`config.mk`:
```
export PLATFORM = sky130hd
export DESIGN_NAME = mem_bus_port
export DESIGN_NICKNAME = d
export VERILOG_FILES = /design/src/hw/mem_map_pkg.sv /design/src/hw/mem_bus_port.sv
export VERILOG_INCLUDE_DIRS = /design/src /design/src/hw
export SDC_FILE = /design/constraint.sdc
export NUM_CORES = 1
export LEC_CHECK = 0
export BUFFER_PORTS_ARGS = -buffer_cell sky130_fd_sc_hd__buf_2
export CORE_AREA = 3 3 183 185
export CTS_CLUSTER_SIZE = 28
export DETAILED_ROUTE_END_ITERATION = 8
export DIE_AREA = 0 0 186 188
export GPL_TIMING_DRIVEN = 1
export PLACE_DENSITY_LB_ADDON = 0.05
export SKIP_LAST_GASP = 1
export SLEW_MARGIN = 20
export SYNTH_ARGS = -nofsm -noshare
export SYNTH_HDL_FRONTEND = slang
export SYNTH_SLANG_ARGS = --single-unit
```
`constraint.sdc`:
```
create_clock -name clk -period 2.82 [get_ports clk]
set_input_delay 0.282 -clock clk [delete_from_list [all_inputs] [get_ports clk]]
set_output_delay 0.282 -clock clk [all_outputs]
set_load 0.03 [all_outputs]
```
`src/hw/mem_map_macros.svh`:
```
`ifndef MEM_MAP_MACROS_SVH
`define MEM_MAP_MACROS_SVH

////////////////////////////////////////////////////////////////////////////
// Memory map dimensions
////////////////////////////////////////////////////////////////////////////

// One data word
`define MEM_DATA_W 16

// Byte address seen by the host
`define MEM_ADDR_W 16

// Word index inside one bank, addr[10:1]
`define MEM_WORD_IDX_W 10

// Bank index, addr[15:11]
`define MEM_BANK_IDX_W 5

// Banks actually fitted, 0000..B7FF
`define MEM_NUM_BANKS 23

// Byte lanes per word, sel[0] low byte and sel[1] high byte
`define MEM_LANES 2

// Read value for any address outside the map
`define MEM_FILL_WORD 16'hFFFF

`endif

```
`src/hw/mem_map_pkg.sv`:
```
`include "mem_map_macros.svh"

package mem_map_pkg;

  ////////////////////////////////////////////////////////////////////////////
  // Data and address types
  ////////////////////////////////////////////////////////////////////////////

  // One memory word
  typedef logic [`MEM_DATA_W-1:0] mem_word_t;

  // Byte address split the way the banks decode it
  // Bank select on top, then the word inside the bank
  typedef struct packed {
    logic [`MEM_BANK_IDX_W-1:0] bank;
    logic [`MEM_WORD_IDX_W-1:0] word;
    // Odd byte of a word, the memory ignores it
    logic                       byte_sel;
  } mem_addr_fields_t;

  // Same 16 bits, either as the host's flat address or as fields
  typedef union packed {
    logic [`MEM_ADDR_W-1:0] flat;
    mem_addr_fields_t       fields;
  } mem_addr_u;

endpackage

```
`src/hw/mem_bus_port.sv`:
```
`timescale 1ns/1ps
`include "mem_map_macros.svh"

// Host side of the memory
// Four-phase req/ack, address decode and response register
module mem_bus_port (
  input  logic                                     clk,
  input  logic                                     arst_n,
  // Host request
  input  logic                                     req,
  input  logic                                     we,
  input  mem_map_pkg::mem_addr_u                   addr,
  input  mem_map_pkg::mem_word_t                   di,
  input  logic [`MEM_LANES-1:0]                    sel,
  // Host response
  output logic                                     ack,
  output mem_map_pkg::mem_word_t                   q,
  output logic                                     err,
  // Toward the banks
  output logic [`MEM_NUM_BANKS-1:0]                bank_we,
  output logic [`MEM_WORD_IDX_W-1:0]               bank_word,
  output mem_map_pkg::mem_word_t                   bank_di,
  output logic [`MEM_LANES-1:0]                    bank_lane,
  // Read words of all banks, bank 0 in the low bits
  input  logic [`MEM_NUM_BANKS*`MEM_DATA_W-1:0]    bank_q
);

  // Idle, bank cycle, capture of the read word, wait for req low
  typedef enum logic [1:0] {
    ST_IDLE,
    ST_ACCESS,
    ST_RESPOND,
    ST_RELEASE
  } state_t;

  state_t state;

  // req as sampled on the previous edge
  logic req_seen;

  // Latched bank index and map check of the request
  logic [`MEM_BANK_IDX_W-1:0] bank_lat;
  logic                       oor_lat;

  // Decode of the live request
  logic                       addr_oor;
  logic [`MEM_NUM_BANKS-1:0]  strobe_nxt;

  // Word that goes back to the host
  mem_map_pkg::mem_word_t     rd_word;

  // Start of an access, request seen while idle
  logic start;

  assign start = (state == ST_IDLE) && req_seen;

  ////////////////////////////////////////////////////////////////////////////
  // Address decode
  ////////////////////////////////////////////////////////////////////////////

  // Banks 23..31 are not fitted
  assign addr_oor = int'(addr.fields.bank) >= `MEM_NUM_BANKS;

  // One-hot write strobe
  // An unfitted bank index matches no bit, so it writes nothing
  always_comb begin
    strobe_nxt = '0;
    for (int i = 0; i < `MEM_NUM_BANKS; i++) begin
      if (we && (int'(addr.fields.bank) == i)) begin
        strobe_nxt[i] = 1'b1;
      end
    end
  end

  // Read mux, fill word outside the map
  always_comb begin
    rd_word = `MEM_FILL_WORD;
    if (!oor_lat) begin
      rd_word = bank_q[bank_lat*`MEM_DATA_W +: `MEM_DATA_W];
    end
  end

  ////////////////////////////////////////////////////////////////////////////
  // Request latch
  ////////////////////////////////////////////////////////////////////////////

  // Held stable for the bank cycle and the response
  always_ff @(posedge clk) begin
    if (start) begin
      bank_word <= addr.fields.word;
      bank_di   <= di;
      bank_lane <= sel;
      bank_lat  <= addr.fields.bank;
      oor_lat   <= addr_oor;
    end
  end

  ////////////////////////////////////////////////////////////////////////////
  // Handshake FSM
  ////////////////////////////////////////////////////////////////////////////

  always_ff @(posedge clk or negedge arst_n) begin
    if (!arst_n) begin
      state    <= ST_IDLE;
      req_seen <= 1'b0;
      bank_we  <= '0;
      ack      <= 1'b0;
      err      <= 1'b0;
      q        <= '0;
    end else begin
      req_seen <= req;
      case (state)
        // Edge 1, latch and arm the strobe
        ST_IDLE: begin
          if (req_seen) begin
            bank_we <= strobe_nxt;
            state   <= ST_ACCESS;
          end
        end
        // Edge 2, banks write and read here
        ST_ACCESS: begin
          bank_we <= '0;
          state   <= ST_RESPOND;
        end
        // Edge 3, register the result and answer
        ST_RESPOND: begin
          q     <= rd_word;
          err   <= oor_lat;
          ack   <= 1'b1;
          state <= ST_RELEASE;
        end
        // Hold ack, q and err until the host lets go
        ST_RELEASE: begin
          if (!req) begin
            ack   <= 1'b0;
            state <= ST_IDLE;
          end
        end
        default: state <= ST_IDLE;
      endcase
    end
  end

endmodule

```
==> metrics.md, run 1 <==
| Metric | Value |
|---|---|
| Status | `finished, final reports clean` |
| CP bufs+invs | `2` |
| Power Dens Cells | `611.9 nW/um2` |
| Die Y | `188 um` |
| Routed length per placed instance | `21.80 um` |
| Clk sinks | `78` |
| Yosys warns | `0` |
| Vias | `6358` |
| Final setup violation count | `0` |
| #FFs+latches synth | `78` |
| Count of buffers from port buffering | `473` |
| Worst setup SP type | `flop` |
| FILL cells | `3556` |
| First-pass GRT wire length | `43.84 mm` |
| Clock tree from TritonCTS | `done` |
| DRT iter0 DRCs | `227` |
| Total wire length | `31.15 mm` |
| Cell Rows | `66` |
| CP required | `3.03 ns` |
| HPWL Detailed | `25.57 mm` |
| Reg area | `2122 um2` |
| Finished Cell Area | `9119 um2` |
| EDFF count, synth | `34` |
| Max Fclk | `455.7 MHz` |
| Ys async rst share | `0.5641` |
| Crit path capture type | `flop` |
| Via density | `4.449` |
| Mean Syn Cell Area | `10.79 um2` |
| CP peak stage delay | `0.57 ns` |
| Area grow syn2layout | `50.89%` |
| TritonCTS Buffers | `9` |
| Mapped Nets | `970` |
| Final routed DRC violation total | `0` |
| DRT antenna net count | `0` |
| Max transition margin | `0.4554` |
| Top_reg_cell synth | `dfrtp_1` |
| Setup ws final | `0.6258 ns` |
| Multi-input logic area | `3496 um2` |
| Largest net degree at the start of global routing | `43` |
| RePlAce Congestion | `0.7610` |
| Clock slew at reported path FFs | `0.07 ns` |
| Unrepaired setup endpoints after global routing | `false` |
| Cell area after synthesis | `6043 um2` |
| Peak VDD IR | `0.2838 mV` |
| Unique masters post-synth | `37` |
| Total negative setup slack | `0 ns` |
| CP Cell Sequence | `buf_12 -> buf_4 -> mux2i_1 -> a22oi_1 -> a31oi_1 -> a31oi_1` |
| Top Ports | `475` |
| Drt pass-1 iters | `4` |
| Die W | `186 um` |
| Placed Area | `8765 um2` |
| Crit path DAT | `2.41 ns` |
| Vias in the first global route | `6602` |
| Gate Count Post-Synth | `560` |
| Crit path max-delay cell type | `edfxtp_1` |
| Clock skew | `0.01048 ns` |
| Most frequent CP cell | `a31oi_1` |
| Die area | `34970 um2` |
| GR Util All Layers | `0.1685` |
| Leak Pwr | `0.004495 uW` |
| Final Slew Violations | `0` |
| Worst skew pair latency | `0.35 ns` |
| Max clock buf depth | `2` |
| Initial antenna violation count | `2` |
| Core region area | `32210 um2` |
| Crit-path leading delay family | `compound AO/OA/AOI/OAI gates` |
| Crit Path Max Fanout | `18` |
| Layout cells sized above 1 | `0.5275` |
| GRT overflow | `0` |
| Worst-margin pin slew | `0.8168 ns` |
| Hold slack | `0.09205 ns` |
| Starting Density | `0.1876` |
| HP Class | `in2reg` |
| Post-place setup slack | `0.5826 ns` |
| Seq/Total Area, Yosys | `0.3511` |
| Clock Tree Root | `clkbuf_16` |
| H-tree levels | `3` |
| Max Cap Viol | `0` |
| Nets | `1423` |
| Period utilization | `0.7781` |
| Final Hold Viols | `0` |
| Setup Crit Path Kind | `reg2reg` |
| Tmin final | `2.194 ns` |
cell usage in the layout (no fill, tap or decap), types with 17 or more instances in the layout:
cell type / synthesis / layout
o211ai_1: 30 / 30
a21oi_1: 18 / 18
dfrtp_1: 44 / 44
a31oi_1: 32 / 32
nand3_1: 17 / 17
buf_2: 15 / 473
a22oi_1: 48 / 48
mux2i_1: 144 / 144
buf_4: 3 / 21
nand2_1: 24 / 24
nor2_1: 23 / 22
edfxtp_1: 34 / 34
where the power goes:
group	internal [uW]	switching (uW)
Sequential	1440	110
Clock	801	559
Combinational	1010	1660
Total	3250	2330
layer usage:
layer / track usage / share of wire
met1: 0.2027 / 0.40
met2: 0.3120 / 0.52
met3: 0.03375 / 0.065
met4: 0.02750 / 0.0093
met5: 0 / 0
final timing paths:
check                       startpoint           to  slack (ns)  cells past startpoint
setup reg to reg           bank_lat[0]         q[9]        0.63                      6
min in group asynchronous       arst_n  bank_we[10]        0.24                      2
setup / recovery           bank_lat[0]         q[9]        0.63                      6
max in group asynchronous       arst_n        q[10]        1.78                      3
hold / removal                     req     req_seen        0.09                      1
hold reg to reg            bank_we[20]  bank_we[20]        0.49                      2
cell families after synthesis:
group / synth area share
adders and majority gates: 0.008282
buffers and inverters: 0.07163
DFF: 0.3511
and+or+nand+nor: 0.08448
AOI/OAI and AO/OA: 0.1845
muxes: 0.3000
sequential cells by signal, summed over array words and instances (netlist names):
name and flops:
ack 1, bank_di 16, bank_lane 2, bank_lat 5, bank_we 23, bank_word 10, err 1, oor_lat 1
q 16, req_seen 1, state 2
cell usage after synthesis, types with 15 or more instances:
cell type  count  share of area
a21oi_1       18          0.015
a22o_1        16          0.023
a22oi_1       48          0.060
a31oi_1       32          0.033
buf_2         15          0.012
clkbuf_1      19          0.012
dfrtp_1       44           0.18
edfxtp_1      34           0.17
mux2i_1      144           0.24
mux4_2        16          0.060
nand2_1       24          0.015
nand3_1       17          0.014
nand3b_1      16          0.020
nor2_1        23          0.014
o211ai_1      30          0.037
per-stage QoR:
stage | total power (uW) | utilization | cells
floorplan | 3291 | - | 560
global placement | 4299 | 0.2721 | 1409
detailed placement | 4308 | 0.2721 | 1409
CTS | 5713 | 0.2829 | 1426
global route | 5947 | 0.2831 | 1428
finish | 5580 | 0.2831 | 1429
layout make-up:
| cell class | count | share of cell area |
|---|---|---|
| Antenna cell | 3 | 0.0008233 |
| Clock buffer | 9 | 0.02470 |
| Clock inverter | 7 | 0.01221 |
| Inverter | 3 | 0.001235 |
| Multi-Input combinational cell | 421 | 0.3834 |
| Sequential cell | 78 | 0.2327 |
| Tap cell | 408 | 0.05598 |
| Timing Repair Buffer | 500 | 0.2890 |
repair_timing:
action,4_1_cts,5_1_grt
hold endpoints to repair,2,0
resized for setup,0,0
buffers inserted,0,0
hold buffers,1,0
No activity file was read; power rests on OpenSTA's default activity.
==> run 2: changes to the inputs <==
--- a/config.mk
+++ b/config.mk
@@ -6,11 +6,12 @@
 export SDC_FILE = /design/constraint.sdc
 export NUM_CORES = 1
 export LEC_CHECK = 0
+export ABC_AREA = 1
 export BUFFER_PORTS_ARGS = -buffer_cell sky130_fd_sc_hd__buf_2
-export CORE_AREA = 3 3 183 185
+export CORE_AREA = 3 3 182 184
 export CTS_CLUSTER_SIZE = 28
 export DETAILED_ROUTE_END_ITERATION = 8
-export DIE_AREA = 0 0 186 188
+export DIE_AREA = 0 0 185 187
 export GPL_TIMING_DRIVEN = 1
 export PLACE_DENSITY_LB_ADDON = 0.05
 export SKIP_LAST_GASP = 1
==> constraint.sdc (replaced) <==
create_clock -name clk -period 1.78 [get_ports clk]
set_input_delay 0.178 -clock clk [delete_from_list [all_inputs] [get_ports clk]]
set_output_delay 0.178 -clock clk [all_outputs]
set_load 0.03 [all_outputs]
==> metrics.md, run 2 <==
| Metric | Value |
|---|---|
| Clock skew | `0.009799 ns (-0.0006814 ns)` |
| Status | `finished, final reports clean` |
| Vias in the first global route | `9705 (+47%)` |
| Clk sinks | `78 (unchanged)` |
| Crit Path Max Fanout | `12 (-6)` |
| Vias | `9882 (+55%)` |
| Area contributors post-synth | `nand2_1 29%, nand3_1 15%, dfrtp_1 15%` |
| Cell area after synthesis | `7437 um2 (+23%)` |
| H-tree levels | `3 (unchanged)` |
| Most common cell after layout, fill and taps aside | `nand2_1` |
| HPWL Detailed | `30.93 mm (+21%)` |
| GRT overflow | `0 (unchanged)` |
| Count of buffers from port buffering | `473 (unchanged)` |
| Via density | `4.392 (-1.3%)` |
| Drt pass-1 iters | `4 (unchanged)` |
| Final Slew Violations | `0 (unchanged)` |
| Top Layer Used | `met5` |
| GR Util All Layers | `0.2161 (+0.04760)` |
| Top_reg_cell synth | `dfrtp_1` |
| Layout cells sized above 1 | `0.3283 (-0.1992)` |
| HP Class | `in2reg` |
| Final Hold Viols | `0 (unchanged)` |
| Area grow syn2layout | `56.02%` |
| Max Cap Viol | `0 (unchanged)` |
| RePlAce Congestion | `0.8343 (+9.6%)` |
| Final setup violation count | `0 (unchanged)` |
| Unrepaired setup endpoints after global routing | `true` |
| Die area | `34600 um2 (-1.1%)` |
| Met2 wire len | `20.54 mm (+26%)` |
| Worst setup SP type | `flop` |
| Leak Pwr | `0.006908 uW (+54%)` |
| Final routed DRC violation total | `0 (unchanged)` |
| Period utilization | `0.9721 (+0.1941)` |
| Initial antenna violation count | `4 (+2)` |
| First-pass GRT wire length | `57.48 mm (+31%)` |
| Worst skew pair latency | `0.34 ns (about the same)` |
| Max clock buf depth | `2 (unchanged)` |
| CP required | `2.03 ns (-1.00 ns)` |
| Top Ports | `475 (unchanged)` |
| Crit path capture type | `flop` |
| Largest net degree at the start of global routing | `49 (+14%)` |
| Most frequent cell after synthesis | `nand2_1` |
| Post-synth top area share | `0.2857 (+0.04716)` |
| Clock tree from TritonCTS | `done` |
| Top reg by flops | `bank_we` |
| Total wire length | `40.96 mm (+31%)` |
| Yosys warns | `0 (unchanged)` |
| Met3 wire len | `2.498 mm (+24%)` |
| Most frequent cells in the layout | `556 x nand2_1, 473 x buf_2, 239 x inv_1` |
| Yosys top cell by area | `nand2_1` |
| M1 WL | `17.32 mm (+38%)` |
| Tmin final | `1.730 ns (-0.4638 ns)` |
| DRT iter0 DRCs | `470 (+110%)` |
| Regs by FF count | `bank_we x23, bank_di x16, q x16` |
| Die W | `185 um (-0.54%)` |
| Core region area | `31560 um2 (-2.0%)` |
| Peak VDD IR | `0.5414 mV (+91%)` |
| DRT antenna net count | `0 (unchanged)` |
| Nets | `2251 (+58%)` |
| #FFs+latches synth | `78 (unchanged)` |
| Crit path DAT | `1.98 ns (-0.43 ns)` |
| Mapped Nets | `1747 (+80%)` |
| Power Dens Cells | `901.9 nW/um2 (+47%)` |
| Worst-margin pin slew | `0.5861 ns (-0.2308 ns)` |
| Seq/Total Area, Yosys | `0.2853 (-0.06581)` |
| Unique masters post-synth | `20 (-46%)` |
| Clock Tree Root | `clkbuf_16` |
| Post-synth top cells | `566 x nand2_1, 243 x inv_1, 226 x nand3_1` |
| Hold slack | `0.02075 ns (-0.07130 ns)` |
| Number of flip-flops in the largest register | `23 (unchanged)` |
| Routed length per placed instance | `18.20 um (-16%)` |
| Gate Count Post-Synth | `1337 (+140%)` |
| Mean Syn Cell Area | `5.563 um2 (-48%)` |
| Max Fclk | `577.9 MHz (+27%)` |
| Max transition margin | `0.6088 (+0.1534)` |
| Clock slew at reported path FFs | `0.07 ns (about the same)` |
| Starting Density | `0.2357 (+0.04804)` |
| TritonCTS Buffers | `9 (unchanged)` |
| EDFF count, synth | `34 (unchanged)` |
| Final core occ | `0.3677 (+0.08459)` |
| Cell Rows | `65 (-1.5%)` |
| Total negative setup slack | `0 ns (unchanged)` |
| Ys async rst share | `0.5641 (unchanged)` |
| Die Y | `187 um (-0.53%)` |
| Setup Crit Path Kind | `reg2reg` |
## run 2: cell families (layout without fill, tap and decap cells)
group | Yosys count | count (layout) | share of synthesized area
buf+inv | 325 | 834 | 0.1881
compound gates | 63 | 63 | 0.04240
other cells | 0 | 2 | 0
fa+ha+maj | 4 | 4 | 0.006730
flops | 78 | 78 | 0.2853
simple gates | 867 | 867 | 0.4775
## run 2: worst max-delay path, stage by stage (launching register included)
cell      delay [ns]
edfxtp_1        0.52
inv_4           0.12
buf_12          0.11
buf_4           0.19
nand3_1         0.10
nand3_1         0.12
nand3_1         0.14
nand2_1         0.11
nand2_1         0.05
a21oi_1         0.16
## run 2: routing by layer
metal  track usage  vias up
met1        0.2719     4508
met2        0.3835      294
met5             0        -
li1              -     5046
met4       0.04012        4
met3       0.04317       30
## run 2: final timing paths
| path | end | from | slack [ns] | cells after the start |
|---|---|---|---|---|
| setup / recovery | q[0] | bank_lat[1] | 0.05 | 9 |
| hold / removal | bank_di[9] | di[9] | 0.02 | 1 |
| setup reg to reg | q[0] | bank_lat[1] | 0.05 | 9 |
| hold reg to reg | bank_we[8] | bank_we[8] | 0.49 | 2 |
| max in group asynchronous | bank_we[5] | arst_n | 0.88 | 3 |
| min in group asynchronous | state[1] | arst_n | 0.38 | 2 |
## run 2: final cells by class
| cell class | count | area (um2) |
|---|---|---|
| inverters | 246 | 942.2 |
| well taps | 402 | 503.0 |
| repair buffers | 572 | 3631 |
| clock inverters | 7 | 88.84 |
| multi-input cells | 934 | 4086 |
| clock buffers | 9 | 225.2 |
| diodes | 2 | 5.005 |
| flip-flops and latches | 78 | 2122 |
| fillers | 3662 | 19950 |
## run 2: what timing repair did
item	in CTS	in global routing
buffers inserted	1	7
pin swaps	0	25
endpoints found under the setup margin	13	24
cloned	2	8
hold buffers	29	0
hold endpoints to repair	47	0
gates resized for setup	9	45
## run 2: metrics by stage
step           setup slack (ns)  cells  cell area (um2)  power (uW)
6_report                0.04958   2250            11600       10470
5_1_grt                -0.06890   2249            11600       11290
4_1_cts                -0.04724   2233            11200       10280
3_5_place_dp            -0.1270   2185            10490        8047
3_3_place_gp            -0.1186   2185            10490        8083
2_1_floorplan          -0.05659   1337             7492        5885
## run 2: power breakdown
group,total (uW),internal (uW),leakage [uW],switching (uW)
logic,5980,2190,0.00589,3790
clock network,1980,1130,0.000152,857
registers,2510,2300,0.000861,212
total,10500,5610,0.00691,4860
